File: config.mk
export PLATFORM = sky130hd
export DESIGN_NAME = axi_sram_rd_ctrl
export DESIGN_NICKNAME = d
export VERILOG_FILES = /design/src/axi_sram_pkg.sv /design/src/axi_sram_rd_ctrl.sv
export SDC_FILE = /design/constraint.sdc
export NUM_CORES = 1
export LEC_CHECK = 0
export BUFFER_PORTS_ARGS = -buffer_cell sky130_fd_sc_hd__buf_4
export CAP_MARGIN = 25
export CORE_AREA = 2 2 92 94
export DETAILED_ROUTE_END_ITERATION = 10
export DIE_AREA = 0 0 94 96
export PLACE_DENSITY_LB_ADDON = 0.05
export SLEW_MARGIN = 30
export SYNTH_ARGS = -nofsm -noshare
export SYNTH_HDL_FRONTEND = slang
export SYNTH_SLANG_ARGS = --single-unit
export TNS_END_PERCENT = 10
File: constraint.sdc
create_clock -name i_aclk -period 3.3 [get_ports i_aclk]
set_input_delay 0.66 -clock i_aclk [delete_from_list [all_inputs] [get_ports i_aclk]]
set_output_delay 0.66 -clock i_aclk [all_outputs]
set_load 0.01 [all_outputs]
File: src/axi_sram_pkg.sv
// Single-beat AXI4 only; bursts, narrow sizes, exclusive access and prot/cache are not modelled
`default_nettype none

package axi_sram_pkg;

  // ----------------------------------------------------------------------
  // Bus widths and memory geometry
  // ----------------------------------------------------------------------
  localparam int ADDR_W    = 32;
  localparam int DATA_W    = 64;
  localparam int STRB_W    = DATA_W / 8;
  localparam int ID_W      = 4;
  localparam int MEM_DEPTH = 256;
  localparam int MEM_AW    = $clog2(MEM_DEPTH);
  // Byte offset bits inside one data word
  localparam int BYTE_AW   = $clog2(STRB_W);
  localparam int WIN_BYTES = MEM_DEPTH * STRB_W;

  // ----------------------------------------------------------------------
  // Encodings
  // ----------------------------------------------------------------------
  typedef enum logic [1:0] {
    RESP_OKAY   = 2'b00,
    RESP_SLVERR = 2'b10,
    RESP_DECERR = 2'b11
  } axi_resp_e;

  typedef enum logic [1:0] {
    WR_IDLE,
    WR_DATA,
    WR_RESP
  } wr_state_e;

  typedef enum logic {
    RD_IDLE,
    RD_DATA
  } rd_state_e;

  // CTRL data: bit 0 enable, bit 1 write-protect
  typedef enum logic {
    CFG_SET_BASE,
    CFG_SET_CTRL
  } cfg_op_e;

  // ----------------------------------------------------------------------
  // Channel payloads
  // ----------------------------------------------------------------------
  typedef struct packed {
    logic [ID_W-1:0]   id;
    logic [ADDR_W-1:0] addr;
    logic [7:0]        len;
    logic [2:0]        size;
    logic [1:0]        burst;
  } axi_aw_t;

  typedef axi_aw_t axi_ar_t;

  typedef struct packed {
    logic [DATA_W-1:0] data;
    logic [STRB_W-1:0] strb;
    logic              last;
  } axi_w_t;

  typedef struct packed {
    logic [ID_W-1:0] id;
    axi_resp_e       resp;
  } axi_b_t;

  typedef struct packed {
    logic [ID_W-1:0]   id;
    logic [DATA_W-1:0] data;
    axi_resp_e         resp;
    logic              last;
  } axi_r_t;

  typedef struct packed {
    cfg_op_e           op;
    logic [ADDR_W-1:0] data;
  } cfg_cmd_t;

endpackage

`default_nettype wire

File: src/axi_sram_rd_ctrl.sv
// One read in flight; ARLEN must be 0; size and burst are ignored, RLAST always set
`timescale 1ns/1ps
`default_nettype none

module axi_sram_rd_ctrl (
  input  wire                                 i_aclk,
  input  wire                                 i_reset,
  input  wire  axi_sram_pkg::axi_ar_t         i_ar,
  input  wire                                 i_arvalid,
  output logic                                o_arready,
  output axi_sram_pkg::axi_r_t                o_r,
  output logic                                o_rvalid,
  input  wire                                 i_rready,
  output logic [axi_sram_pkg::ADDR_W-1:0]     o_rd_addr,
  input  wire  axi_sram_pkg::axi_resp_e       i_rd_resp,
  input  wire  [axi_sram_pkg::MEM_AW-1:0]     i_rd_index,
  output logic                                o_mem_re,
  output logic [axi_sram_pkg::MEM_AW-1:0]     o_mem_rindex,
  input  wire  [axi_sram_pkg::DATA_W-1:0]     i_mem_rdata
);

  axi_sram_pkg::rd_state_e       state_q;
  logic [axi_sram_pkg::ID_W-1:0] id_q;
  axi_sram_pkg::axi_resp_e       resp_q;
  logic                          ar_fire;
  logic                          r_fire;
  logic [axi_sram_pkg::DATA_W-1:0] rdata;

  assign o_arready = (state_q == axi_sram_pkg::RD_IDLE);
  assign o_rvalid  = (state_q == axi_sram_pkg::RD_DATA);

  assign ar_fire = i_arvalid & o_arready;
  assign r_fire  = o_rvalid & i_rready;

  always_ff @(posedge i_aclk) begin
    if (i_reset) begin
      state_q <= axi_sram_pkg::RD_IDLE;
    end else if (ar_fire) begin
      state_q <= axi_sram_pkg::RD_DATA;
    end else if (r_fire) begin
      state_q <= axi_sram_pkg::RD_IDLE;
    end
  end

  always_ff @(posedge i_aclk) begin
    if (ar_fire) begin
      id_q   <= i_ar.id;
      resp_q <= i_rd_resp;
    end
  end

  // Array access issued in the AR cycle, data lands with rvalid
  assign o_rd_addr    = i_ar.addr;
  assign o_mem_re     = ar_fire;
  assign o_mem_rindex = i_rd_index;

  // Misses return zero data
  assign rdata = (resp_q == axi_sram_pkg::RESP_OKAY) ? i_mem_rdata : '0;
  assign o_r   = '{id: id_q, data: rdata, resp: resp_q, last: 1'b1};

  a_ar_single: assert property (@(posedge i_aclk) disable iff (i_reset)
    ar_fire |-> i_ar.len == 8'd0);

  // Array output must not move while the beat is stalled
  a_r_hold: assert property (@(posedge i_aclk) disable iff (i_reset)
    o_rvalid && !i_rready |=> o_rvalid && $stable(o_r));

endmodule

`default_nettype wire

[Word level (Yosys, flattened, before mapping)]
Index checks and enable logic that the tools add are counted.
Storage, ports and cells
  input bits: 127
  word-level logic and storage cells: 11
  bits in registers: 7
  output and inout port bits: 114
Operators by class
  mux-type cells: 3
  reductions and logical operators: 2
  bitwise gates (word level): 3
Operators with widths (number)
  two-way mux 64 bit: 1
  AND 1 bit: 2
  logical NOT 2 bit: 1
  two-way mux 1 bit: 2
  nonzero test 2 bit: 1
  inverter 1 bit: 1

[Longest topological paths before layout]
  word-level depth: 3
  mapped depth: 3
  gate-level depth less buffers: 2

[Worst setup path before layout]
No wires, ideal clock.
  kind: input to output
  from: input port i_arvalid
  to: output port o_mem_re
  required time: 2640 ps
  buffers on the path: 0
  data arrival time: 1121 ps
  path slack: 1519 ps
  stages on the path: 1
  path through: nor2b_1
On the way
  word-level cells in the longest chain between the ends: 1
Ends and longest elaborated chain
  start: declaration: line axi_sram_rd_ctrl.sv:9  | input wire i_arvalid,
  AND 1 bit: line axi_sram_rd_ctrl.sv:32  | assign ar_fire = i_arvalid & o_arready;
  end: declaration: line axi_sram_rd_ctrl.sv:17  | output logic o_mem_re,
No other way between the ends.

==> flow_summary.toml <==
[grt]
grt_pass1_vias = 957
grt_first_pass_wirelength_um = 5420
grt-ovfl-total = 0
antenna_found_initial = 0
grt_usage_pct = 7.96
grt_max_degree = 65

[clocking]
cts_buffers = 3
clock-sinks = 7
htree_levels = 1
clock_path_buffers = 2
holdBufCountCts = 0
clockRootBuffer = "clkbuf_8"
clk_pin_slew_ps = 40
ctsResizeCount = 0
cts_tree = "yes"
post-cts-setup-buffers = 0
worstSkewPairLatency_ps = 230

[power_and_ir_drop]
sw_frac_of_total_pct = 25.8
p_int_mw = 0.307
netSwitchingPower_mw = 0.107
comb_power_share_pct = 45.4
p_leak_nw = 1.06
p_per_area_mw_per_mm2 = 210
ir_worst_vdd_uv = 226
p_seq_share_pct = 25.8
p_clk_share_pct = 28.8

[worst_setup_path]
crit_path_end_kind = "output pin"
worstSetupPathType = "reg -> out"
crit_top_cell = "buf_4"
cp-startpoint = "resp_q[1]"
regToRegSetupSlack_ps = 2140
cpMaxStageDelayCell = "edfxtp_1"
r2r_cells = 1
cp_cell_sequence = "nor2_4 > buf_4 > and2_2 > buf_4"
startpoint_type = "flop"
max_stage_delay_ps = 420
worst-path-stages = 4
r2r_start = "o_rvalid"
reg2reg_to = "resp_q[1]"
worst_ep_required_time_ps = 2640
cp.arrival_ps = 1550
critPathBufInv = 2
worstPathMaxFanout = 64
cp_top_family = "buffers and inverters"
endpoint = "o_r[28]"

[route]
via_per_inst = 3.28
drt-total-wl_um = 4640
num_vias = 1091
drt_iter0_markers = 15
wl_per_cell_um = 13.9
route.antenna.remaining_nets = 0
drc_errors = 0
first_pass_iters = 4

[placement]
gp_congestion = 0.652
dp_hpwl_um = 4140
portBuffers = 146
dp_cells = 329

[yosys]
seq_area_frac_synth_pct = 19.5
syn_inst = 124
yosysWarnings = 0
synth.avg_cell_area_um2 = 8.29
syn_nets = 251
synth-seq-cells = 7
syn_area_mm2 = 0.00103
synth_cell_types = 12

[finish]
final_util_pct = 24.5
antenna_cells = 0
nFillCells = 893
drive_gt1_share_pct = 85.5
instances_no_fill = 333
nNetsFinal = 356
syn_to_final_growth_pct = 91.7

[sta]
fmax_ghz = 0.453
slew_viol_final = 0
period_minus_slack_ps = 2210
finalSetupViolCount = 0
fin_tns_setup_ps = 0
grt_setup_unrepaired = "no"
slew_headroom_pct = 63.6
post-route-period-util_pct = 67.0
hold_viol = 0
worstMarginPinSlew_ps = 546
fin_skew_ps = 1.47

[floorplanning]
rows = 33
die_width_um = 94
pin_count = 241
die-height_um = 96
initial_core_util_pct = 12.8
die-area_mm2 = 0.00902
core_area_mm2 = 0.00805

[status]
outcome = "finished clean"

[worst_hold_path]
hold_path.class = "reg -> reg"

[job]
maxCapViolCount = 0
-- placed cells by master (no fill, tap or decap) --
cell / n
dfxtp_1: 1
a211oi_1: 1
clkinv_2: 1
nor2b_1: 1
nor2_4: 1
conb_1: 1
and2_1: 21
clkbuf_8: 3
edfxtp_1: 6
buf_4: 147
nor2_1: 1
inv_1: 1
and2_2: 43
-- worst min-delay path by stage --
stage               slack, ps        to     start  depth (start not counted)
floorplan                 540  o_rvalid  o_rvalid                          1
global placement          530  o_rvalid  o_rvalid                          1
detailed placement        510  o_rvalid  o_rvalid                          1
CTS                       530  o_rvalid  o_rvalid                          1
global route              550  o_rvalid  o_rvalid                          1
finish                    520  o_rvalid  o_rvalid                          1
-- registers in the layout (all words and copies together) (netlist names) --
| signal | cells |
|---|---|
| resp_q | 2 |
| o_rvalid | 1 |
| id_q | 4 |
-- cells in the mapped netlist --
master	n	area share (%)
buf_4	41	30
and2_1	21	13
nor2_1	1	0.36
edfxtp_1	6	18
and2_2	43	31
nor2_4	1	1.1
a211oi_1	1	0.73
inv_1	1	0.36
clkbuf_2	6	2.9
conb_1	1	0.36
dfxtp_1	1	1.9
nor2b_1	1	0.61
-- cell type report --
type / count / area [um2] / share of cell area [%]
clock buffers: 3 / 41.3 / 2.09
clock inverters: 1 / 5.00 / 0.254
inverters: 1 / 3.75 / 0.190
multi-input cells: 69 / 487 / 24.7
flip-flops and latches: 7 / 200 / 10.2
well taps: 105 / 131 / 6.66
repair buffers: 147 / 1100 / 56.0
-- through the flow --
| stage | hold WS, ps | setup WS, ps | instance area (um2) | power (mW) |
|---|---|---|---|---|
| after floorplan | 541 | 1520 | 1030 | 0.222 |
| after global placement | 530 | 1120 | 1930 | 0.302 |
| after detailed placement | 514 | 1200 | 1930 | 0.300 |
| after CTS | 529 | 1050 | 1970 | 0.423 |
| after global routing | 550 | 979 | 1970 | 0.442 |
| final | 524 | 1090 | 1970 | 0.414 |
-- metal layers --
metal	wire length [um]	track usage, %	vias up
met5	0	0	-
met4	51	2.66	0
met3	526	2.90	7
met2	2860	17.4	95
met1	1210	6.19	451
li1	-	-	538
-- power by group through the flow --
stage,Clock [mW],Sequential [mW],Combinational [mW]
after detailed placement,0,0.108,0.192
after floorplan,0,0.111,0.111
after global routing,0.131,0.107,0.203
final,0.119,0.107,0.188
after CTS,0.124,0.107,0.192
after global placement,0,0.108,0.194
-- kinds of logic after synthesis --
family | synth area share (%)
buffers and inverters | 33.2
and+or+nand+nor | 46.2
AOI/OAI and AO/OA | 0.730
DFF | 19.5
other | 0.365
No activity file was read; power rests on OpenSTA's default activity.
