### src/axi_sram_pkg.sv
// Single-beat AXI4 only; bursts, narrow sizes, exclusive access and prot/cache are not modelled
`default_nettype none

package axi_sram_pkg;

  // ----------------------------------------------------------------------
  // Bus widths and memory geometry
  // ----------------------------------------------------------------------
  localparam int ADDR_W    = 32;
  localparam int DATA_W    = 64;
  localparam int STRB_W    = DATA_W / 8;
  localparam int ID_W      = 4;
  localparam int MEM_DEPTH = 256;
  localparam int MEM_AW    = $clog2(MEM_DEPTH);
  // Byte offset bits inside one data word
  localparam int BYTE_AW   = $clog2(STRB_W);
  localparam int WIN_BYTES = MEM_DEPTH * STRB_W;

  // ----------------------------------------------------------------------
  // Encodings
  // ----------------------------------------------------------------------
  typedef enum logic [1:0] {
    RESP_OKAY   = 2'b00,
    RESP_SLVERR = 2'b10,
    RESP_DECERR = 2'b11
  } axi_resp_e;

  typedef enum logic [1:0] {
    WR_IDLE,
    WR_DATA,
    WR_RESP
  } wr_state_e;

  typedef enum logic {
    RD_IDLE,
    RD_DATA
  } rd_state_e;

  // CTRL data: bit 0 enable, bit 1 write-protect
  typedef enum logic {
    CFG_SET_BASE,
    CFG_SET_CTRL
  } cfg_op_e;

  // ----------------------------------------------------------------------
  // Channel payloads
  // ----------------------------------------------------------------------
  typedef struct packed {
    logic [ID_W-1:0]   id;
    logic [ADDR_W-1:0] addr;
    logic [7:0]        len;
    logic [2:0]        size;
    logic [1:0]        burst;
  } axi_aw_t;

  typedef axi_aw_t axi_ar_t;

  typedef struct packed {
    logic [DATA_W-1:0] data;
    logic [STRB_W-1:0] strb;
    logic              last;
  } axi_w_t;

  typedef struct packed {
    logic [ID_W-1:0] id;
    axi_resp_e       resp;
  } axi_b_t;

  typedef struct packed {
    logic [ID_W-1:0]   id;
    logic [DATA_W-1:0] data;
    axi_resp_e         resp;
    logic              last;
  } axi_r_t;

  typedef struct packed {
    cfg_op_e           op;
    logic [ADDR_W-1:0] data;
  } cfg_cmd_t;

endpackage

`default_nettype wire

### src/axi_sram_wr_ctrl.sv
// One write in flight; AWLEN must be 0 and WLAST set; size, burst and W ID are ignored
`timescale 1ns/1ps
`default_nettype none

module axi_sram_wr_ctrl (
  input  wire                                 i_aclk,
  input  wire                                 i_reset,
  input  wire  axi_sram_pkg::axi_aw_t         i_aw,
  input  wire                                 i_awvalid,
  output logic                                o_awready,
  input  wire  axi_sram_pkg::axi_w_t          i_w,
  input  wire                                 i_wvalid,
  output logic                                o_wready,
  output axi_sram_pkg::axi_b_t                o_b,
  output logic                                o_bvalid,
  input  wire                                 i_bready,
  output logic [axi_sram_pkg::ADDR_W-1:0]     o_wr_addr,
  input  wire  axi_sram_pkg::axi_resp_e       i_wr_resp,
  input  wire  [axi_sram_pkg::MEM_AW-1:0]     i_wr_index,
  output logic                                o_mem_we,
  output logic [axi_sram_pkg::MEM_AW-1:0]     o_mem_windex,
  output logic [axi_sram_pkg::DATA_W-1:0]     o_mem_wdata,
  output logic [axi_sram_pkg::STRB_W-1:0]     o_mem_wstrb
);

  axi_sram_pkg::wr_state_e         state_q;
  logic [axi_sram_pkg::ID_W-1:0]   id_q;
  logic [axi_sram_pkg::ADDR_W-1:0] addr_q;
  axi_sram_pkg::axi_resp_e         resp_q;
  logic                            aw_fire;
  logic                            w_fire;
  logic                            b_fire;

  assign o_awready = (state_q == axi_sram_pkg::WR_IDLE);
  assign o_wready  = (state_q == axi_sram_pkg::WR_DATA);
  assign o_bvalid  = (state_q == axi_sram_pkg::WR_RESP);

  assign aw_fire = i_awvalid & o_awready;
  assign w_fire  = i_wvalid & o_wready;
  assign b_fire  = o_bvalid & i_bready;

  always_ff @(posedge i_aclk) begin
    if (i_reset) begin
      state_q <= axi_sram_pkg::WR_IDLE;
    end else begin
      case (state_q)
        axi_sram_pkg::WR_IDLE: begin
          if (aw_fire) begin
            state_q <= axi_sram_pkg::WR_DATA;
          end
        end
        axi_sram_pkg::WR_DATA: begin
          if (w_fire) begin
            state_q <= axi_sram_pkg::WR_RESP;
          end
        end
        axi_sram_pkg::WR_RESP: begin
          if (b_fire) begin
            state_q <= axi_sram_pkg::WR_IDLE;
          end
        end
        default: begin
          state_q <= axi_sram_pkg::WR_IDLE;
        end
      endcase
    end
  end

  // Response is taken from the decode at the W beat
  always_ff @(posedge i_aclk) begin
    if (aw_fire) begin
      id_q   <= i_aw.id;
      addr_q <= i_aw.addr;
    end
    if (w_fire) begin
      resp_q <= i_wr_resp;
    end
  end

  assign o_wr_addr = addr_q;
  assign o_b       = '{id: id_q, resp: resp_q};

  // Protected and out-of-window writes leave memory untouched
  assign o_mem_we     = w_fire && (i_wr_resp == axi_sram_pkg::RESP_OKAY);
  assign o_mem_windex = i_wr_index;
  assign o_mem_wdata  = i_w.data;
  assign o_mem_wstrb  = i_w.strb;

  a_aw_single: assert property (@(posedge i_aclk) disable iff (i_reset)
    aw_fire |-> i_aw.len == 8'd0);

  a_w_last: assert property (@(posedge i_aclk) disable iff (i_reset)
    w_fire |-> i_w.last);

endmodule

`default_nettype wire

### config.mk
export PLATFORM = sky130hd
export DESIGN_NAME = axi_sram_wr_ctrl
export DESIGN_NICKNAME = d
export VERILOG_FILES = /design/src/axi_sram_pkg.sv /design/src/axi_sram_wr_ctrl.sv
export SDC_FILE = /design/constraint.sdc
export NUM_CORES = 1
export LEC_CHECK = 0
export BUFFER_PORTS_ARGS = -buffer_cell sky130_fd_sc_hd__buf_2
export CORE_AREA = 2 2 102 104
export DETAILED_ROUTE_END_ITERATION = 8
export DIE_AREA = 0 0 104 106
export PLACE_DENSITY = 0.51
export SLEW_MARGIN = 30
export SYNTH_ARGS = -nofsm -noshare
export SYNTH_HDL_FRONTEND = slang
export SYNTH_SLANG_ARGS = --single-unit
export TNS_END_PERCENT = 10
### constraint.sdc
create_clock -name i_aclk -period 2.4 [get_ports i_aclk]
set_clock_uncertainty 0.1 [all_clocks]
set_input_delay 0.48 -clock i_aclk [delete_from_list [all_inputs] [get_ports i_aclk]]
set_output_delay 0.48 -clock i_aclk [all_outputs]
set_load 0.03 [all_outputs]
# After elaboration in Yosys (flattened, before gate mapping)
# Index checks and enable logic that the tools add are counted.
word_totals:
  output_inout_bits: 122
  ff_bits: 40
  input_bits: 137
classes:
  n_reduce_logical: 4
  n_eq_ne: 5
  bitwise_logic: 3
  muxes: 4
ops:
  columns: ["operator", "n"]
  rows:
  - ["$mux 2", 3]
  - ["$ne 2x1->1 const B", 3]
  - ["$pmux 2 s3", 1]
  - ["$logic_not 2->1", 2]
  - ["$and 1x1->1", 3]
  - ["$reduce_and 3->1", 1]
  - ["$eq 2x1->1 const B", 1]
  - ["$eq 2x2->1 const B", 1]
  - ["$logic_and 1x1->1", 1]

# Longest topological paths before layout
# Gate-level depths: netlist (run 1).
depth:
  ltp_word: 4
  depth_mapped: 2

# Worst setup path before layout (run 1)
# Ideal clock, no wire load.
synth_path:
  path_kind: "reg-to-reg"
  from: "reg state_q[1]"
  to: "reg id_q[0] in the netlist's numbering (enable)"
  required_ns: 1.903
  setup_slack_ns: 0.148
  path_stages_with_launch: 3
  period_less_slack_ns: 2.252
  setup_ns: 0.397
  arrival_ns: 1.756
  cell_sequence: "dfxtp_1 -> nor2_1 -> and2_1"
synth_via:
  elab_chain_cells: 2
synth_lines:
  columns: ["element", "line_no", "rtl"]
  rows:
  - ["from (decl)", "axi_sram_wr_ctrl.sv:26", "axi_sram_pkg::wr_state_e state_q;"]
  - ["from (signal assigned)", "axi_sram_wr_ctrl.sv:44", "state_q <= axi_sram_pkg::WR_IDLE;"]
  - ["from (signal assigned)", "axi_sram_wr_ctrl.sv:49", "state_q <= axi_sram_pkg::WR_DATA;"]
  - ["from (signal assigned)", "axi_sram_wr_ctrl.sv:54", "state_q <= axi_sram_pkg::WR_RESP;"]
  - ["$logic_not 2->1", "axi_sram_wr_ctrl.sv:34", "assign o_awready = (state_q == axi_sram_pkg::WR_IDLE);"]
  - ["named net o_awready", "axi_sram_wr_ctrl.sv:10", "output logic o_awready,"]
  - ["$and 1x1->1", "axi_sram_wr_ctrl.sv:38", "assign aw_fire = i_awvalid & o_awready;"]
  - ["named net aw_fire", "axi_sram_wr_ctrl.sv:30", "logic aw_fire;"]
  - ["to (signal assigned)", "axi_sram_wr_ctrl.sv:72", "id_q <= i_aw.id;"]
  - ["to (decl)", "axi_sram_wr_ctrl.sv:27", "logic [axi_sram_pkg::ID_W-1:0] id_q;"]
# The timed path passes the listed nets, and every way through them passes these cells.
# A chain may end at the register's enable or synchronous reset.

# Worst setup path after layout (run 1)
layout_path:
  from: "reg state_q[0]"
  to: "out o_mem_we"
layout_via:
  elab_chain_cells: 3
layout_lines:
  columns: ["element", "line_no", "rtl"]
  rows:
  - ["$eq 2x1->1", "axi_sram_wr_ctrl.sv:35", "assign o_wready = (state_q == axi_sram_pkg::WR_DATA);"]
  - ["$and 1x1->1", "axi_sram_wr_ctrl.sv:39", "assign w_fire = i_wvalid & o_wready;"]
  - ["$logic_and 1x1->1", "axi_sram_wr_ctrl.sv:84", "assign o_mem_we = w_fire && (i_wr_resp == axi_sram_pkg::RESP_OKAY);"]
  - ["to (decl)", "axi_sram_wr_ctrl.sv:20", "output logic o_mem_we,"]
# Every way passes these cells.

==> results.cfg, run 1 <==
[grt]
grt_max_degree = 37
grt_pass1_wl_mm = 6.04
track_usage_pct = 7.58
overflow = 0
grt_pass1_vias = 954
antenna_found_initial = 0

[cells_and_area]
antenna_cells = 0
drive_gt1_share_pct = 64.8
mostFrequentLayoutCells = buf_2 (84), edfxtp_1 (38), clkbuf_8 (5)
layout_commonest_cell = buf_2
nets = 281
area_growth_pct = 4.58

[routing]
vias_per_cell = 3.40
wl_per_cell_um = 16.3
dr.first_iter.drc_count = 42
drcViolationCount = 0
num_vias = 954
first_pass_iters = 2
wl_mm = 4.57
postRouteAntennaNets = 0

[synthesis]
synth_nets = 269
synth_top_cell_by_area = edfxtp_1
yosysUniqueCellTypes = 13
yosysWarnings = 0
synth_top_area_share_pct = 61.4
syn_inst = 132
ys_top_cells_by_area = edfxtp_1 (61%), buf_4 (32%), dfxtp_1 (2.2%)
ys_seq_elements = 40
synth_area_mm2 = 0.00186
avgSynthCellArea_um2 = 14.1
ys_seq_area_share_pct = 63.6

[worst_setup_path]
r2r_setup_slack_ns = 0.90
critPathLaunchType = flop
end_kind = output port
r2r_start = state_q[1]
cp.required_ns = 1.82
path_max_fanout = 7
ff2ff_path_depth = 3
path_class = reg -> out
cp_num_cells = 3
max_stage_delay_ns = 0.42
crit_arrival_ns = 1.24
cp_slowest_cell = dfxtp_1
crit_chain = nand3b_1 -> nor3_1 -> buf_2
path_delay_family = flip-flops
worst-path-buf-inv = 1
r2r_end = id_q[3]

[sta]
tns_ns = 0
grt_setup_unrepaired = false
whs_ns = 0.265
timing.fmax_mhz = 549
tightest_slew_ns = 0.453
finalCritPeriodShare_pct = 75.9
finalCriticalPeriod_ns = 1.82
drv_slew = 0
slew_headroom_pct = 69.8
hold_viol = 0
setup_viol = 0

[floorplan]
die_x_um = 104
rows = 37
coreArea_mm2 = 0.0100
ios = 259
die-area_mm2 = 0.0110
initial_utilization_pct = 18.6
die_h_um = 106

[cts]
cts.repair.resized = 0
cts_buffers = 5
cts_htree_levels = 2
clock-sinks = 40
clockRootBuffer = clkbuf_8
clk_latency_ns = 0.28
postCtsHoldBufs = 0
clk_path_buf_depth = 2
cts_tree = yes
cts.clk_slew.worst_paths_ns = 0.08
post_cts_buffers = 0

[place]
portBuffers = 84
hpwl_mm = 3.81
finalWeightedCongestion = 0.667

[power]
ir_drop_uv = 216
finalPower_mw = 1.46
powerDensity_mw_per_mm2 = 752
leakage_nw = 0.796

[outcome]
status = completed

[job]
max_cap_viol_count = 0

[min_path]
holdPathEnd = o_wr_addr[2]
min_from = i_aw[15]
hold_depth = 1
hp-class = in -> reg
[synthesized netlist by cell type]
cell and n:
inv_1 1, nor2_1 1, nand3b_1 1, edfxtp_1 38, a211oi_1 1, nor2b_1 2, or3b_1 1, and2_1 1
a21oi_2 1, nand2b_1 2, nor3_1 1, dfxtp_1 2, buf_4 80
[flip-flops by register name (all words and copies together) (netlist names)]
| register | cells |
|---|---|
| id_q | 4 |
| o_wr_addr | 32 |
| resp_q | 2 |
| state_q | 2 |
[final cells by class]
type / count / area, µm²
repair buffers: 85 / 428
multi-input cells: 11 / 72.6
flip-flops and latches: 40 / 1180
clock buffers: 5 / 68.8
fillers: 1112 / 8060
well taps: 136 / 170
clock inverters: 3 / 18.8
inverters: 1 / 3.75
[power breakdown]
group | internal (mW) | switching (mW)
clock | 0.202 | 0.225
sequential | 0.819 | 0.0117
combinational | 0.0600 | 0.143
[kinds of logic (layout without fill, tap and decap cells)]
group	count (synthesis)	count (layout)	share of synthesized area [%]
buf+inv	81	94	32.5
simple gates	9	9	3.03
flops	40	40	63.6
compound gates	2	2	0.876
[worst max path at each step]
stage                    start  endpoint
CTS                 state_q[0]  o_mem_we
floorplan           state_q[1]   id_q[0]
detailed placement    i_wvalid  o_mem_we
finish              state_q[0]  o_mem_we
global route        state_q[0]  o_mem_we
global placement      i_wvalid  o_mem_we
[worst register-to-register path: stages, from the launching register on]
cell	delay, ns
dfxtp_1	0.35
nor2_1	0.15
and2_1	0.14
buf_4	0.39
[metrics by stage]
stage          area, µm²  setup slack (ns)  utilization [%]  std cells
4_1_cts             1940             0.550             19.4        281
6_report            1940             0.579             19.4        281
5_1_grt             1940             0.423             19.4        281
3_5_place_dp        1860             0.741             18.6        273
3_3_place_gp        1860             0.731             18.6        273
2_1_floorplan       1860             0.148                -        132
[routing by layer]
layer	wire (µm)	global-route usage, %	part of all wire (%)
met1	1160	5.11	25
met2	2140	12.3	47
met3	920	6.25	20
met4	352	7.82	7.7
met5	0	0	0
(Power assumes the default switching activity.)
==> run 2: changes to the inputs <==
CORE_AREA = 2 2 101 103   (was 2 2 102 104)
DIE_AREA = 0 0 103 105   (was 0 0 104 106)
PLACE_DENSITY = 0.54   (was 0.51)
clock period = 1.5 ns   (was 2.4 ns; I/O delays follow)
==> results.cfg, run 2 (same netlist as run 1, synthesis figures left out) <==
[floorplan]
rows = 36
die_h_um = 105
die_x_um = 103
die-area_mm2 = 0.0108
coreArea_mm2 = 0.00964
ios = 259
initial_utilization_pct = 19.3

[cells_and_area]
final_area_mm2 = 0.00205
antenna_cells = 0
mostFrequentLayoutCells = buf_2 (81), edfxtp_1 (38), buf_4 (6)
largest_reg_flops = 32
drive_gt1_share_pct = 69.8
area_growth_pct = 10.1
layout_commonest_cell = buf_2
nets = 285
nFillCells = 1053
instances_no_fill = 282

[power]
leakage_nw = 0.837
power.internal_mw = 1.93
power_frac_seq_pct = 51.9
p_sw_uw = 630
finalPower_mw = 2.56
pwr-share-clk_pct = 34.3
switching_share_pct = 24.6
combPwrFrac_pct = 13.8
powerDensity_mw_per_mm2 = 1250
ir_drop_uv = 373

[grt]
overflow = 0
track_usage_pct = 6.67
antenna_found_initial = 0
grt_max_degree = 25
grt_pass1_wl_mm = 5.21
grt_pass1_vias = 936

[worst_setup_path]
startpoint = state_q[1]
r2r_start = state_q[1]
cp.required_ns = 1.10
worst-path-buf-inv = 1
critPathLaunchType = flop
ff2ff_path_depth = 4
end_kind = output port
cp_slowest_cell = dfxtp_4
path_delay_family = flip-flops
crit_chain = nand3b_1 -> nor3_2 -> buf_4
crit_arrival_ns = 1.11
path_max_fanout = 4
r2r_setup_slack_ns = 0.09
r2r_end = o_wr_addr[6]
max_stage_delay_ns = 0.35
path_class = reg -> out

[cts]
cts.clk_slew.worst_paths_ns = 0.08
postCtsHoldBufs = 0
cts_buffers = 5
cts_htree_levels = 2
clk_latency_ns = 0.29
clockRootBuffer = clkbuf_8
clk_path_buf_depth = 2
cts_tree = yes
clock-sinks = 40

[routing]
postRouteAntennaNets = 0
first_pass_iters = 2
vias_per_cell = 3.36
drcViolationCount = 0
wl_per_cell_um = 14.3
num_vias = 947
wl_mm = 4.05
dr.first_iter.drc_count = 27

[min_path]
hold_depth = 2
holdPathEnd = state_q[1]
min_from = i_reset
hp-class = in -> reg

[place]
dpl_cell_area_mm2 = 0.00189
portBuffers = 84
finalWeightedCongestion = 0.729
hpwl_mm = 3.26
dpl.cell_count = 272

[sta]
setup_ws_ns = -0.0125
slew_headroom_pct = 86.8
hold_viol = 0
timing.fmax_mhz = 661
drv_slew = 0
finalCritPeriodShare_pct = 101
finalCriticalPeriod_ns = 1.51
grt_setup_unrepaired = true
tightest_slew_ns = 0.197
setup_viol = 1

[outcome]
violations = negative setup slack
status = complete, but fails checks

[job]
max_cap_viol_count = 0
[run 2: cell count changes in the layout (fill, tap and decap cells not counted), moves of 2 or more]
cell,delta
clkinv_2,-2
buf_2,-3
dfxtp_4,+2
buf_4,+5
dfxtp_1,-2
[run 2: worst max-delay path by stage]
stage | end | slack (ns) | depth (start not counted)
3_5_place_dp | o_mem_we | 0.17 | 3
2_1_floorplan | id_q[0] | 0.08 | 2
3_3_place_gp | o_mem_we | 0.19 | 3
6_report | o_mem_we | -0.01 | 3
5_1_grt | o_mem_we | -0.10 | 3
4_1_cts | o_mem_we | -0.03 | 3
[run 2: repair_timing]
item                       CTS  global route
pin swaps                    0             0
setup endpoints to repair    3             3
buffers inserted             2             0
resized for setup            5             6
[run 2: metrics by stage]
step | setup slack, ns | util, % | setup TNS [ns] | hold slack (ns)
final | -0.0125 | 21.2 | -0.0125 | 0.0687
after global routing | -0.103 | 21.2 | -0.104 | 0.0512
after detailed placement | 0.166 | 19.7 | 0 | 0.378
after floorplan | 0.0750 | - | 0 | 0.262
after CTS | -0.0323 | 21.1 | -0.0323 | 0.0512
after global placement | 0.187 | 19.7 | 0 | 0.377
[run 2: final cells by class]
cell class | count | area (µm²) | share of cell area, %
clock buffers | 5 | 68.8 | 3.36
flip-flops and latches | 40 | 1190 | 58.1
multi-input cells | 11 | 90.1 | 4.40
repair buffers | 89 | 482 | 23.5
inverters | 1 | 3.75 | 0.183
well taps | 133 | 166 | 8.13
clock inverters | 3 | 46.3 | 2.26
[run 2: per-layer routing]
| layer | global-route usage [%] | vias up | part of all wire [%] |
|---|---|---|---|
| met3 | 4.21 | 37 | 20 |
| met5 | 0 | - | 0 |
| li1 | - | 391 | - |
| met4 | 7.89 | 0 | 7.3 |
| met1 | 4.48 | 397 | 26 |
| met2 | 10.8 | 122 | 47 |
[run 2: power by group through the flow]
stage,Clock (mW),Sequential [mW],Combinational [mW]
5_1_grt,0.967,1.34,0.379
6_report,0.877,1.33,0.354
3_5_place_dp,0,1.36,0.348
4_1_cts,0.927,1.33,0.353
3_3_place_gp,0,1.35,0.345
2_1_floorplan,0,1.50,0.454
[run 2: worst register-to-register path: stages (launching register included)]
cell     delay, ns
dfxtp_4       0.35
buf_4         0.14
nor2_4        0.10
and2_4        0.22
buf_12        0.19
==> run 3: changes to the inputs <==
--- a/constraint.sdc
+++ b/constraint.sdc
@@ -3,3 +3,3 @@
 set_input_delay 0.3 -clock i_aclk [delete_from_list [all_inputs] [get_ports i_aclk]]
 set_output_delay 0.3 -clock i_aclk [all_outputs]
-set_load 0.03 [all_outputs]
+set_load 0.01 [all_outputs]
==> results.cfg, run 3 (same netlist as run 1, synthesis figures left out) <==
[worst_setup_path]
end_kind = output port
path_class = reg -> out
cp.required_ns = 1.10
ff2ff_path_depth = 4
crit_arrival_ns = 1.09
path_max_fanout = 2
critPathLaunchType = flop

[sta]
grt_setup_unrepaired = true
drv_slew = 0
whs_ns = 0.0774
hold_viol = 0
finalCriticalPeriod_ns = 1.49
setup_viol = 0
tightest_slew_ns = 0.201
slew_headroom_pct = 86.6
timing.fmax_mhz = 670
finalCritPeriodShare_pct = 99.4

[routing]
first_pass_iters = 4
wl_mm = 5.20
wl_per_cell_um = 18.6
postRouteAntennaNets = 0
num_vias = 965
vias_per_cell = 3.45
drcViolationCount = 0
dr.first_iter.drc_count = 26

[cts]
clk_latency_ns = 0.29
cts.clk_slew.worst_paths_ns = 0.08
cts_buffers = 5
clockRootBuffer = clkbuf_8
cts_htree_levels = 2
postCtsHoldBufs = 0
clock-sinks = 40
cts_tree = yes
clk_path_buf_depth = 2

[min_path]
hold_depth = 1
hp-class = in -> reg

[grt]
antenna_found_initial = 0
grt_pass1_wl_mm = 6.42
grt_max_degree = 37
grt_pass1_vias = 894
track_usage_pct = 8.55
overflow = 0

[cells_and_area]
post-route-util_pct = 20.8
nets = 283
layout_commonest_cell = buf_2
multi_input_area_um2 = 80.1
nFillCells = 1070
drive_gt1_share_pct = 67.3
antenna_cells = 0
seq_area_mm2 = 0.00119
largest_reg_flops = 32
area_growth_pct = 7.81
mostFrequentLayoutCells = buf_2 (84), edfxtp_1 (38), clkbuf_8 (5)

[floorplan]
rows = 36
ios = 259
coreArea_mm2 = 0.00964
initial_utilization_pct = 19.3
die_x_um = 103
die-area_mm2 = 0.0108
die_h_um = 105

[power]
ir_drop_uv = 384
powerDensity_mw_per_mm2 = 1220
leakage_nw = 0.822
finalPower_mw = 2.44

[outcome]
status = completed

[place]
hpwl_mm = 4.30
finalWeightedCongestion = 0.758
portBuffers = 84

[job]
max_cap_viol_count = 0
==> run 3: per-layer routing <==
metal	track usage, %	up-vias	wire length, µm
met5	0	-	0
met3	8.63	28	1200
met4	5.64	0	246
li1	-	389	-
met2	13.2	133	2420
met1	6.35	415	1330
==> run 3: final cells by class <==
| cell class | instances | area share (%) |
|---|---|---|
| clock buffers | 5 | 3.44 |
| clock inverters | 3 | 2.12 |
| inverters | 1 | 0.187 |
| multi-input cells | 11 | 4.00 |
| flip-flops and latches | 40 | 59.2 |
| well taps | 133 | 8.31 |
| repair buffers | 87 | 22.7 |
==> run 3: stage by stage <==
stage                     cell area [µm²]  instances  TNS [ns]  worst slack, ns
after global routing                 2000        280   -0.0701          -0.0701
after global placement               1870        270         0            0.232
after detailed placement             1870        270         0            0.195
final                                2000        280         0          0.00856
after floorplan                      1860        132         0            0.102
after CTS                            2000        280   -0.0567          -0.0567
==> run 3: report_power, final <==
part / switching (mW) / leakage [nW] / internal (mW)
clock: 0.382 / 0.0558 / 0.493
combinational: 0.128 / 0.386 / 0.107
sequential: 0.0170 / 0.381 / 1.31
total: 0.527 / 0.822 / 1.91
==> run 3: critical path, stage by stage (launching register included) <==
cell and delay, ns:
dfxtp_2 0.32, nand3b_1 0.20, nor3_2 0.13, buf_2 0.15
==> run 3: timing repair <==
action	4_1_cts	5_1_grt
setup endpoints to repair	1	1
resized for setup	2	2
pin swaps	1	1
setup buffers	2	0
cloned	0	0
==> run 3: worst paths after layout <==
check | slack (ns) | to | start
setup / recovery | 0.009 | o_mem_we | state_q[1]
hold reg to reg | 0.43 | state_q[0] | state_q[1]
hold / removal | 0.08 | o_wr_addr[18] | i_aw[31]
setup reg to reg | 0.10 | o_wr_addr[0] | state_q[1]
