**src/axi_sram_pkg.sv**
```systemverilog
// Single-beat AXI4 only; bursts, narrow sizes, exclusive access and prot/cache are not modelled
`default_nettype none

package axi_sram_pkg;

  // ----------------------------------------------------------------------
  // Bus widths and memory geometry
  // ----------------------------------------------------------------------
  localparam int ADDR_W    = 32;
  localparam int DATA_W    = 64;
  localparam int STRB_W    = DATA_W / 8;
  localparam int ID_W      = 4;
  localparam int MEM_DEPTH = 256;
  localparam int MEM_AW    = $clog2(MEM_DEPTH);
  // Byte offset bits inside one data word
  localparam int BYTE_AW   = $clog2(STRB_W);
  localparam int WIN_BYTES = MEM_DEPTH * STRB_W;

  // ----------------------------------------------------------------------
  // Encodings
  // ----------------------------------------------------------------------
  typedef enum logic [1:0] {
    RESP_OKAY   = 2'b00,
    RESP_SLVERR = 2'b10,
    RESP_DECERR = 2'b11
  } axi_resp_e;

  typedef enum logic [1:0] {
    WR_IDLE,
    WR_DATA,
    WR_RESP
  } wr_state_e;

  typedef enum logic {
    RD_IDLE,
    RD_DATA
  } rd_state_e;

  // CTRL data: bit 0 enable, bit 1 write-protect
  typedef enum logic {
    CFG_SET_BASE,
    CFG_SET_CTRL
  } cfg_op_e;

  // ----------------------------------------------------------------------
  // Channel payloads
  // ----------------------------------------------------------------------
  typedef struct packed {
    logic [ID_W-1:0]   id;
    logic [ADDR_W-1:0] addr;
    logic [7:0]        len;
    logic [2:0]        size;
    logic [1:0]        burst;
  } axi_aw_t;

  typedef axi_aw_t axi_ar_t;

  typedef struct packed {
    logic [DATA_W-1:0] data;
    logic [STRB_W-1:0] strb;
    logic              last;
  } axi_w_t;

  typedef struct packed {
    logic [ID_W-1:0] id;
    axi_resp_e       resp;
  } axi_b_t;

  typedef struct packed {
    logic [ID_W-1:0]   id;
    logic [DATA_W-1:0] data;
    axi_resp_e         resp;
    logic              last;
  } axi_r_t;

  typedef struct packed {
    cfg_op_e           op;
    logic [ADDR_W-1:0] data;
  } cfg_cmd_t;

endpackage

`default_nettype wire

```
**src/axi_sram_window.sv**
```systemverilog
// Window is WIN_BYTES long from base; base must be word aligned; decode is purely combinational
`timescale 1ns/1ps
`default_nettype none

module axi_sram_window (
  input  wire                                 i_aclk,
  input  wire                                 i_reset,
  input  wire                                 i_cfg_stb,
  input  wire  axi_sram_pkg::cfg_cmd_t        i_cfg,
  input  wire  [axi_sram_pkg::ADDR_W-1:0]     i_wr_addr,
  output axi_sram_pkg::axi_resp_e             o_wr_resp,
  output logic [axi_sram_pkg::MEM_AW-1:0]     o_wr_index,
  input  wire  [axi_sram_pkg::ADDR_W-1:0]     i_rd_addr,
  output axi_sram_pkg::axi_resp_e             o_rd_resp,
  output logic [axi_sram_pkg::MEM_AW-1:0]     o_rd_index
);

  logic [axi_sram_pkg::ADDR_W-1:0] base_q;
  logic                            enable_q;
  logic                            protect_q;
  logic                            wr_hit;
  logic                            rd_hit;

  function automatic logic in_window(input logic [axi_sram_pkg::ADDR_W-1:0] addr,
                                     input logic [axi_sram_pkg::ADDR_W-1:0] base);
    logic [axi_sram_pkg::ADDR_W-1:0] offset;
    offset = addr - base;
    return (addr >= base) && (offset < axi_sram_pkg::WIN_BYTES);
  endfunction

  function automatic logic [axi_sram_pkg::MEM_AW-1:0] word_index(
      input logic [axi_sram_pkg::ADDR_W-1:0] addr,
      input logic [axi_sram_pkg::ADDR_W-1:0] base);
    logic [axi_sram_pkg::ADDR_W-1:0] offset;
    offset = addr - base;
    return offset[axi_sram_pkg::BYTE_AW +: axi_sram_pkg::MEM_AW];
  endfunction

  // ----------------------------------------------------------------------
  // Configuration registers
  // ----------------------------------------------------------------------
  always_ff @(posedge i_aclk) begin
    if (i_reset) begin
      base_q    <= '0;
      enable_q  <= 1'b0;
      protect_q <= 1'b0;
    end else if (i_cfg_stb) begin
      case (i_cfg.op)
        axi_sram_pkg::CFG_SET_BASE: begin
          base_q <= i_cfg.data;
        end
        axi_sram_pkg::CFG_SET_CTRL: begin
          enable_q  <= i_cfg.data[0];
          protect_q <= i_cfg.data[1];
        end
        default: begin
          base_q <= base_q;
        end
      endcase
    end
  end

  // ----------------------------------------------------------------------
  // Decode, shared rule for both directions
  // ----------------------------------------------------------------------
  assign wr_hit     = enable_q && in_window(i_wr_addr, base_q);
  assign rd_hit     = enable_q && in_window(i_rd_addr, base_q);
  assign o_wr_index = word_index(i_wr_addr, base_q);
  assign o_rd_index = word_index(i_rd_addr, base_q);

  always_comb begin
    o_wr_resp = axi_sram_pkg::RESP_DECERR;
    if (wr_hit && protect_q) begin
      o_wr_resp = axi_sram_pkg::RESP_SLVERR;
    end else if (wr_hit) begin
      o_wr_resp = axi_sram_pkg::RESP_OKAY;
    end
  end

  always_comb begin
    o_rd_resp = axi_sram_pkg::RESP_DECERR;
    if (rd_hit) begin
      o_rd_resp = axi_sram_pkg::RESP_OKAY;
    end
  end

  // Misaligned base would shift every word across lanes
  a_base_aligned: assert property (@(posedge i_aclk) disable iff (i_reset)
    i_cfg_stb && (i_cfg.op == axi_sram_pkg::CFG_SET_BASE)
    |=> base_q[axi_sram_pkg::BYTE_AW-1:0] == '0);

endmodule

`default_nettype wire

```
**config.mk**
```make
export PLATFORM = sky130hd
export DESIGN_NAME = axi_sram_window
export DESIGN_NICKNAME = d
export VERILOG_FILES = /design/src/axi_sram_pkg.sv /design/src/axi_sram_window.sv
export SDC_FILE = /design/constraint.sdc
export NUM_CORES = 1
export LEC_CHECK = 0
export BUFFER_PORTS_ARGS = -buffer_cell sky130_fd_sc_hd__buf_4
export CORE_ASPECT_RATIO = 1.75
export CORE_UTILIZATION = 50
export CTS_CLUSTER_DIAMETER = 80
export DETAILED_ROUTE_END_ITERATION = 12
export PLACE_DENSITY_LB_ADDON = 0.08
export REMOVE_ABC_BUFFERS = 1
export SLEW_MARGIN = 20
export SYNTH_ARGS = -nofsm -noshare
export SYNTH_HDL_FRONTEND = slang
export SYNTH_SLANG_ARGS = --single-unit
```
**constraint.sdc**
```tcl
create_clock -name i_aclk -period 14.2 [get_ports i_aclk]
set_input_delay 2.84 -clock i_aclk [delete_from_list [all_inputs] [get_ports i_aclk]]
set_output_delay 2.84 -clock i_aclk [all_outputs]
set_load 0.1 [all_outputs]
```
; After elaboration in Yosys (flattened, before gate mapping)
; Cells that the tools add are included.
[word_totals]
register_bits = 34
input_bits = 100
output_inout_bits = 20
[classes]
mux = 3
n_lt_le_gt_ge = 4
add_sub_neg = 2
bitwise_logic = 1
reduce_logical = 7
[ops]
columns = cell, n
row1 = $ge A32 B32 Y1, 2
row2 = $lt A32 B12 Y1 const B, 2
row3 = $sub A32 B32 Y32, 2
row4 = $mux W2, 3
row5 = $logic_and A1 B1 Y1, 5
row6 = $reduce_and A2 Y1, 2
row7 = $not A1 Y1, 1

; Logic depth before layout (Yosys ltp)
; Gate-level depths: netlist of run 1.
[logic_depth]
ltp_word = 6
ltp_mapped = 14
ltp_nobuf = 12

; Least setup slack after synthesis of run 1
; No wires, ideal clock.
[synth_path]
path_kind = in2out
start = in i_rd_addr[24] (netlist bit)
end = out o_rd_resp[1]
setup_slack_ns = 4.553
n_path_buf = 2
arrival_ns = 6.807
path_stages = 13
cell_sequence = ha_1 clkbuf_1 nand2_1 nor2_1 o211a_1 a31oi_1 or3_1 or4_1 nor4_1 nand4_1 nor4_1 nand4_1 buf_4
[synth_via]
elab_chain_len = 5
[synth_lines]
columns = item, line
row1 = start: declaration, axi_sram_window.sv:13  ; input wire [axi_sram_pkg::ADDR_W-1:0] i_rd_addr,
row2 = $sub A32 B32 Y32, n/a
row3 = $lt A32 B12 Y1, axi_sram_window.sv:28  ; return (addr >= base) && (offset < axi_sram_pkg::WIN_BYTES);
row4 = $logic_and A1 B1 Y1 *, axi_sram_window.sv:28
row5 = $logic_and A1 B1 Y1 *, axi_sram_window.sv:67  ; assign rd_hit = enable_q && in_window(i_rd_addr, base_q);
row6 = $mux W2 *, axi_sram_window.sv:82  ; if (rd_hit) begin
row7 = end: declaration, axi_sram_window.sv:14  ; output axi_sram_pkg::axi_resp_e o_rd_resp,
; Mark *: on every way between the ends. The rest lies on a longest branch, timed or not.

; Worst setup path in the final report of run 1
[layout_path]
start = in i_wr_addr[15] (netlist bit)
end = out o_wr_resp[0]
[layout_via]
elab_chain_len = 6
[layout_lines]
columns = item, line
row1 = start: declaration, axi_sram_window.sv:10  ; input wire [axi_sram_pkg::ADDR_W-1:0] i_wr_addr,
row2 = $sub A32 B32 Y32, n/a
row3 = $lt A32 B12 Y1, axi_sram_window.sv:28
row4 = $logic_and A1 B1 Y1 *, axi_sram_window.sv:28
row5 = $logic_and A1 B1 Y1 *, axi_sram_window.sv:66  ; assign wr_hit = enable_q && in_window(i_wr_addr, base_q);
row6 = $mux W2 / $logic_and A1 B1 Y1 (equally long branches), "axi_sram_window.sv:75, axi_sram_window.sv:73"
row7 = $mux W2 *, axi_sram_window.sv:73  ; if (wr_hit && protect_q) begin
row8 = end: declaration, axi_sram_window.sv:11  ; output axi_sram_pkg::axi_resp_e o_wr_resp,
; Marked as above.

==> results of run 1 <==
## registers in the layout, indices dropped and copies added (netlist names)
| register | cells |
|---|---|
| base_q | 32 |
| enable_q | 1 |
| protect_q | 1 |
## path summary, 6_finish.rpt
kind                               startpoint      endpoint  slack, ps  depth (start not counted)
worst max-delay path            i_wr_addr[15]  o_wr_resp[0]       5000                         13
worst min-delay path                base_q[3]     base_q[3]        450                          2
worst max register to register       enable_q      enable_q      13440                          2
worst min register to register      base_q[3]     base_q[3]        450                          2
## per-stage QoR
step	worst slack [ps]	hold slack, ps	util (%)	area (um2)	std cells
after global placement	5080	445	60.2	5970	964
after floorplan	4320	425	-	4920	720
after global routing	4790	476	62.3	6170	972
after CTS	5040	454	62.2	6170	972
after detailed placement	5020	447	60.3	5970	964
final	5000	455	62.3	6170	972
## tightest hold or removal path: cells and delay by family, from the launching register on
kind | cells | cell delay, ps
simple gates | 1 | 50
flops | 1 | 310
compound gates | 1 | 50
## layout by cell type, fill, tap and decap left out, types with 15 or more instances in the layout
cell type,synthesis,layout
a31oi_1,15,15
buf_4,4,119
o21ai_0,30,30
nand3_1,22,22
dfxtp_1,34,34
nand2_1,130,130
inv_1,47,47
xor2_1,16,16
a21oi_1,107,107
a21o_1,24,24
ha_1,64,64
nor2_1,44,44
nand4_1,21,21
## area by class of cell
class	instances	area [um2]	area share, %
well taps	125	156	2.53
multi-input cells	639	4070	66.0
inverters	47	176	2.86
clock buffers	5	125	2.03
clock inverters	3	68.8	1.12
repair buffers	119	893	14.5
flip-flops and latches	34	681	11.0
## metal layers
| layer | track usage (%) | share of wire [%] |
|---|---|---|
| met5 | 0 | 0.10 |
| met3 | 2.76 | 3.4 |
| met2 | 60.5 | 53 |
| met1 | 30.4 | 36 |
| met4 | 23.4 | 8.3 |
## power groups by stage
stage               Combinational [mW]  Sequential [mW]  Clock [mW]
floorplan                        0.216            0.104           0
global placement                 0.292            0.105           0
detailed placement               0.294            0.105           0
CTS                              0.296            0.103       0.145
global route                     0.321            0.103       0.148
finish                           0.299            0.103       0.143
## logic make-up after synthesis
group	synth area share [%]
DFF	13.4
and+or+nand+nor	26.5
adders and majority gates	15.7
xor gates and xnor gates	4.99
buffers and inverters	6.88
AOI/OAI and AO/OA	31.2
muxes	1.40
==> reports/qor.yml, run 1 <==
outcome: "finished, final reports clean"
pwr-share-comb_pct: 54.9
synth_area_um2: 5090
swShare_pct: 44.5
synth-main-ff-cell: "dfxtp_1"
slew-limit-headroom_pct: 50.8
yosysTopAreaCell: "ha_1"
fin_crit_ps: 9200
setup-tns-final_ps: 0
core_area_um2: 9910
power_mw: 0.544
rsz0062_at_grt: "no"
h-tree-depth: 2
detail_route.wl_per_cell_um: 17.5
worstPathMaxFanout: 8
cp.required_ps: 11360
die_w_um: 78.3
synth.avg_cell_area_um2: 6.73
start_util_pct: 51.4
p_clk_share_pct: 26.2
port_buffers: 119
cts-root-buf: "clkbuf_16"
fmax_ghz: 0.109
finClkSkew_ps: 0
drt_pre_antenna_iters: 5
cts_tree: "done"
hold_path_class: "flip-flop to flip-flop"
final-hold-violation-count: 0
synth_top_cells_by_area: "ha_1 (16%), dfxtp_1 (13%), a21oi_1 (11%)"
vdd_drop_max_v: 0.000110
yosysWarnings: 0
grt_pass1_vias: 5528
dieArea_um2: 10600
cts_hold_buf: 0
max_stage_delay_ps: 540
netSwitchingPower_mw: 0.242
p_leak_nw: 2.60
cts.sinks: 34
synthTopCellsByCount: "nand2_1 (130), a21oi_1 (107), ha_1 (64)"
clk_pin_slew_ps: 60
critical_path_arrival_ps: 6360
setup_viol: 0
grt_usage_pct: 31.5
pwr-share-seq_pct: 18.9
vias: 5850
path_class: "input port to primary output"
slowest_stage: "or4_4"
grt_start_max_net_pins: 35
rows: 48
synth-edff-count: 0
antenna_left: 0
worstSkewPairLatency_ps: 280
post-dp-hpwl_um: 14200
post-route-period-util_pct: 64.8
drc_errors: 0
areaGrowthSynthToFinish_pct: 21.2
antenna_cells: 0
crit_buf_inv: 2
cp_top_family: "simple AND/OR/NAND/NOR gates"
grt_pass1_wl_um: 26200
place_congestion: 0.987
tightest_slew_ps: 736
drt_wl_total_um: 17000
cts_resized: 0
ys_types: 68
gr-total-overflow: 0
io_pins: 120
syn_inst: 757
layout-drive-gt1-share_pct: 16.4
synth.most_common_cell: "nand2_1"
vias_per_cell: 6.02
crit_path_end_kind: "primary output"
report.final.slew_viol_count: 0
fill_cells: 980
powerDensity_nw_per_um2: 88.1
fin_nets: 1010
antenna_found_initial: 1
worstPathCellList: "buf_4, ha_1, a21o_1, a311oi_2, or4_1, o211ai_1, a2111oi_0, nand4_1, or4_1, or4_4, a2111oi_4, nand4b_1, buf_4"
max_cap_viol_count: 0
p_int_mw: 0.302
ys_async_sr_fraction_pct: 0
die_y_um: 135
start_kind: "input port"
yosysTopAreaCellShare_pct: 15.7
numCtsBuffers: 5
ys_ff_latch: 34
drt_iter0_markers: 274
cts_setup_buffers: 0
synth_seq_area_share_pct: 13.4
cts_buffer_depth: 2
(Power assumes the default switching activity.)
==> run 2: changes to the inputs <==
==> constraint.sdc (replaced) <==
create_clock -name i_aclk -period 7.4 [get_ports i_aclk]
set_input_delay 1.48 -clock i_aclk [delete_from_list [all_inputs] [get_ports i_aclk]]
set_output_delay 1.48 -clock i_aclk [all_outputs]
set_load 0.1 [all_outputs]
==> run 2 against run 1 <==
Die area stayed put. Combinational power is 92% higher. Critical path depth stayed put. Utilization stayed put. Global-route usage is 0.46 points higher. Largest power group unchanged. Routed wire length is 1.2% higher. First-iteration DRC count is 8.4% lower. Clock power is 92% higher. Worst setup slack worse by 4100 ps. Register-to-register slack worse by 6800 ps. Sequential share of layout area stayed put. Clock-buffer cell count stayed put.
==> reports/qor.yml, run 2 (synthesized netlist as in run 1, its figures left out) <==
powerDensity_nw_per_um2: 170  # +92%
rsz0062_at_grt: "no"
clk_pin_slew_ps: 60  # about the same
antenna_left: 0  # unchanged
numCtsBuffers: 5  # unchanged
layout.cells.non_filler: 972  # unchanged
port_buffers: 119  # unchanged
post-route-period-util_pct: 87.8
drt_pre_antenna_iters: 4  # -1
cts_tree: "done"
worstSkewPairLatency_ps: 280  # about the same
areaGrowthSynthToFinish_pct: 21.2  # unchanged
fmax_ghz: 0.154
cts_buffer_depth: 2  # unchanged
grt_usage_pct: 32.0  # +0.46 points
core_area_um2: 9910  # unchanged
final_area_um2: 6170  # unchanged
slew-limit-headroom_pct: 51.8  # +0.92 points
grt_pass1_vias: 5609  # +1.5%
hold_path_class: "flip-flop to flip-flop"
critical_path_arrival_ps: 5010  # -1350 ps
vias_per_cell: 6.02  # unchanged
io_pins: 120  # unchanged
setup_viol: 0  # unchanged
drt_iter0_markers: 251  # -8.4%
die_y_um: 135  # unchanged
reg_top3: "base_q x32, enable_q x1, protect_q x1"
post-dp-hpwl_um: 14300  # +1.1%
cts_setup_buffers: 0  # unchanged
fin_crit_ps: 6490
hold_start: "base_q[3]"
largest_register: "base_q"
outcome: "finished, final reports clean"
cts.sinks: 34  # unchanged
start_util_pct: 51.4  # unchanged
crit_path_end_kind: "primary output"
layout_common_cells: "nand2_1 (130), buf_4 (119), a21oi_1 (107)"
antenna_cells: 0  # unchanged
max_cap_viol_count: 0  # unchanged
fin_nets: 1010  # unchanged
gr-total-overflow: 0  # unchanged
report.final.slew_viol_count: 0  # unchanged
worstReg2RegStart: "enable_q"
layout-drive-gt1-share_pct: 16.4  # unchanged
antenna_found_initial: 0  # -1
mostFrequentLayoutCell: "nand2_1"
fill_cells: 993  # +1.3%
rows: 48  # unchanged
worstPathMaxFanout: 9  # +1
vdd_drop_max_v: 0.000159  # +45%
die_w_um: 78.3  # unchanged
placedCellCount: 964  # unchanged
cp.required_ps: 5920  # -5440 ps
cts_resized: 0  # unchanged
tightest_slew_ps: 722  # -13.7 ps
finClkSkew_ps: 0  # unchanged
drc_errors: 0  # unchanged
cts_hold_buf: 0  # unchanged
h-tree-depth: 2  # unchanged
place_congestion: 0.987  # about the same
p_leak_nw: 2.60  # unchanged
vias: 5850  # unchanged
final-hold-violation-count: 0  # unchanged
start_kind: "input port"
power_mw: 1.05  # +92%
dieArea_um2: 10600  # unchanged
cts-root-buf: "clkbuf_16"
detail_route.wl_per_cell_um: 17.7  # +1.2%
place_area_um2: 5970  # unchanged
grt_start_max_net_pins: 35  # unchanged
path_class: "input port to primary output"
setup-tns-final_ps: 0  # unchanged
grt_pass1_wl_um: 26600  # +1.6%
startpoint: "i_wr_addr[17]"
drt_wl_total_um: 17200  # +1.2%
largest_reg_flops: 32  # unchanged
-- run 2: cell counts in the layout (fill, tap and decap cells not counted) --
Identical to the previous run, type by type.
-- run 2: power breakdown --
| group | internal [mW] | leakage [nW] | switching [mW] |
|---|---|---|---|
| clock network | 0.193 | 0.0940 | 0.0818 |
| logic | 0.194 | 2.22 | 0.380 |
| registers | 0.192 | 0.278 | 0.00516 |
-- run 2: final cells by class --
class | count | area (um2) | area share [%]
multi-input cells | 639 | 4070 | 66.0
well taps | 125 | 156 | 2.53
repair buffers | 119 | 893 | 14.5
flip-flops and latches | 34 | 681 | 11.0
clock inverters | 3 | 68.8 | 1.12
clock buffers | 5 | 125 | 2.03
inverters | 47 | 176 | 2.86
-- run 2: stage by stage --
stage                     setup slack (ps)  hold WS [ps]  utilization [%]
after detailed placement               907           447             60.3
final                                  905           454             62.3
after CTS                              918           454             62.2
after floorplan                        241           425                -
after global routing                   727           474             62.3
after global placement                1010           445             60.2
-- run 2: worst paths after layout --
kind	to	slack (ps)	depth (start not counted)
worst max-delay path	o_wr_resp[0]	910	13
worst min-delay path	base_q[3]	450	2
worst max register to register	enable_q	6620	2
worst min register to register	base_q[3]	450	2
-- run 2: routing by layer --
| metal | global-route usage, % | up-vias | part of all wire (%) |
|---|---|---|---|
| met5 | 0 | - | 0 |
| met4 | 22.3 | 0 | 7.6 |
| met3 | 2.76 | 58 | 3.5 |
| met2 | 61.6 | 207 | 53 |
| met1 | 31.3 | 2649 | 36 |
| li1 | - | 2936 | - |
-- run 2: worst max-delay path, stage by stage --
cell	delay (ps)
buf_4	110
ha_1	410
a21o_1	270
a31oi_1	320
or3_1	160
o211ai_1	70
a2111oi_0	390
nand4_1	160
or4_1	490
or4_4	540
a2111oi_4	230
nand4b_1	130
buf_4	250
==> run 3: changes to the inputs <==
--- a/config.mk
+++ b/config.mk
@@ -7,7 +7,7 @@
 export LEC_CHECK = 0
 export BUFFER_PORTS_ARGS = -buffer_cell sky130_fd_sc_hd__buf_4
 export CORE_ASPECT_RATIO = 1.75
-export CORE_UTILIZATION = 50
+export CORE_UTILIZATION = 37
 export CTS_CLUSTER_DIAMETER = 80
 export DETAILED_ROUTE_END_ITERATION = 12
 export PLACE_DENSITY_LB_ADDON = 0.08
==> run 3 against run 2 <==
Worst setup slack got worse by 67 ps. Die area rose by 34%. Maximum frequency down 1.0%. Utilization fell by 16 points. First-iteration DRC count decreased by 0.80%. Register-to-register slack about the same. Power is 1.4% higher. Clock skew is the same. Sequential share of layout area shrank 0.12 points. Largest power group unchanged.
==> reports/qor.yml, run 3 (synthesized netlist as in run 1, its figures left out) <==
outcome: "finished, final reports clean"
final-hold-violation-count: 0  # unchanged
worstRegToRegCells: 2  # unchanged
rows: 56  # +17%
port_buffers: 119  # unchanged
layout-drive-gt1-share_pct: 16.5  # +0.079 points
dp_slack_ps: 831  # -76.6 ps
worstPathCellList: "buf_4, ha_1, a21o_1, a311oi_2, or4_1, o211ai_1, a2111oi_0, nand4_1, or4_1, or4_4, a2111oi_4, nand4bb_1, buf_4"
die_y_um: 157  # +16%
placedCellCount: 1015  # +5.3%
reg_top3: "base_q x32, enable_q x1, protect_q x1"
gr-total-overflow: 0  # unchanged
largest_register: "base_q"
io_pins: 120  # unchanged
setup_slack_ps: 839  # -66.6 ps
post-dp-hpwl_um: 15200  # +6.0%
largest_reg_flops: 32  # unchanged
drt_wl_total_um: 17900  # +4.4%
grt_pass1_wl_um: 27600  # +3.6%
antenna_cells: 0  # unchanged
fill_cells: 1448  # +46%
fin_crit_ps: 6560  # +66.5 ps
worstReg2RegStart: "enable_q"
rsz0062_at_grt: "no"
antenna_found_initial: 0  # unchanged
dieArea_um2: 14300  # +34%
antenna_left: 0  # unchanged
drc_errors: 0  # unchanged
hold_path_depth: 2  # unchanged
report.final.slew_viol_count: 0  # unchanged
vdd_drop_max_v: 0.000105  # -34%
path_class: "input port to primary output"
max_stage_delay_ps: 540  # about the same
hold_start: "base_q[4]"
r2r-end: "enable_q"
detail_route.wl_per_cell_um: 17.5  # -0.83%
layout_common_cells: "nand2_1 (130), buf_4 (121), a21oi_1 (107)"
hold_path_class: "flip-flop to flip-flop"
setup_viol: 0  # unchanged
cp.required_ps: 5920  # about the same
worstPathMaxFanout: 8  # -1
drt_iter0_markers: 249  # -0.80%
startpoint: "i_wr_addr[15]"
cts_tree: "done"
core_area_um2: 13400  # +35%
p_leak_nw: 2.60  # +0.20%
numCtsBuffers: 5  # unchanged
final_area_um2: 6240  # +1.1%
cts.sinks: 34  # unchanged
place_area_um2: 6050  # +1.2%
grt_pass1_vias: 5479  # -2.3%
worstSkewPairLatency_ps: 290  # about the same
crit_buf_inv: 2  # unchanged
reg2reg_slack_ps: 6630  # about the same
power_mw: 1.06  # +1.4%
max_cap_viol_count: 0  # unchanged
cts_hold_buf: 0  # unchanged
setup-tns-final_ps: 0  # unchanged
whs_ps: 453  # -0.785 ps
cts_setup_buffers: 0  # unchanged
h-tree-depth: 2  # unchanged
mostFrequentLayoutCell: "nand2_1"
powerDensity_nw_per_um2: 170  # +0.32%
drt_pre_antenna_iters: 7  # +3
start_util_pct: 38.0  # -13 points
clk_pin_slew_ps: 60  # about the same
tightest_slew_ps: 649  # -72.8 ps
vias: 5796  # -0.92%
place_congestion: 0.943  # -4.4%
slowest_stage: "or4_4"
post-route-period-util_pct: 88.7  # +0.90 points
layout.cells.non_filler: 1023  # +5.2%
vias_per_cell: 5.67  # -5.9%
cts_resized: 0  # unchanged
cp_top_family: "simple AND/OR/NAND/NOR gates"
final_core_util_pct: 46.6  # -16 points
critical_path_arrival_ps: 5080  # +70 ps
die_w_um: 90.7  # +16%
hold-path-endpoint: "base_q[4]"
crit_path_end_kind: "primary output"
grt_start_max_net_pins: 35  # unchanged
cts-root-buf: "clkbuf_16"
fin_nets: 1012  # +0.20%
cts_buffer_depth: 2  # unchanged
grt_usage_pct: 24.7  # -7.2 points
slew-limit-headroom_pct: 56.3  # +4.5 points
areaGrowthSynthToFinish_pct: 22.6
start_kind: "input port"
fmax_ghz: 0.152  # -1.0%
finClkSkew_ps: 0  # unchanged
run 3: cell count changes in the layout (fill, tap and decap cells not counted):
cell and delta:
buf_4 +2, nand2b_1 +1, nand2b_2 -1, nor2b_2 +1, nor2b_4 -1
run 3: worst max path at each step:
stage | endpoint | slack [ps] | depth (start not counted)
finish | o_wr_resp[1] | 840 | 13
global route | o_wr_resp[1] | 710 | 13
CTS | o_wr_resp[1] | 840 | 13
detailed placement | o_wr_resp[1] | 830 | 13
global placement | o_wr_resp[0] | 930 | 13
floorplan | o_rd_resp[0] | 240 | 11
run 3: cell type report:
cell class	count	area [um2]	area share, %
clock inverters	3	68.8	1.10
repair buffers	121	908	14.6
flip-flops and latches	34	681	10.9
clock buffers	5	125	2.01
multi-input cells	639	4060	65.1
inverters	47	176	2.83
well taps	174	218	3.49
run 3: power breakdown:
part | total [mW] | internal (mW) | switching [mW] | leakage (nW)
Combinational | 0.577 | 0.194 | 0.383 | 2.23
Sequential | 0.197 | 0.192 | 0.00506 | 0.278
Clock | 0.287 | 0.194 | 0.0933 | 0.0940
run 3: metal layers:
metal  share of wire, %  wire (um)  track usage (%)
met5                  0          0                0
met3                4.7        839             3.91
met4                5.5        977             13.4
met2                 53       9500             48.1
met1                 37       6590             24.8
run 3: worst register-to-register path, stage by stage (launching register included):
cell	delay, ps
dfxtp_1	490
nand2_1	80
a21oi_1	140
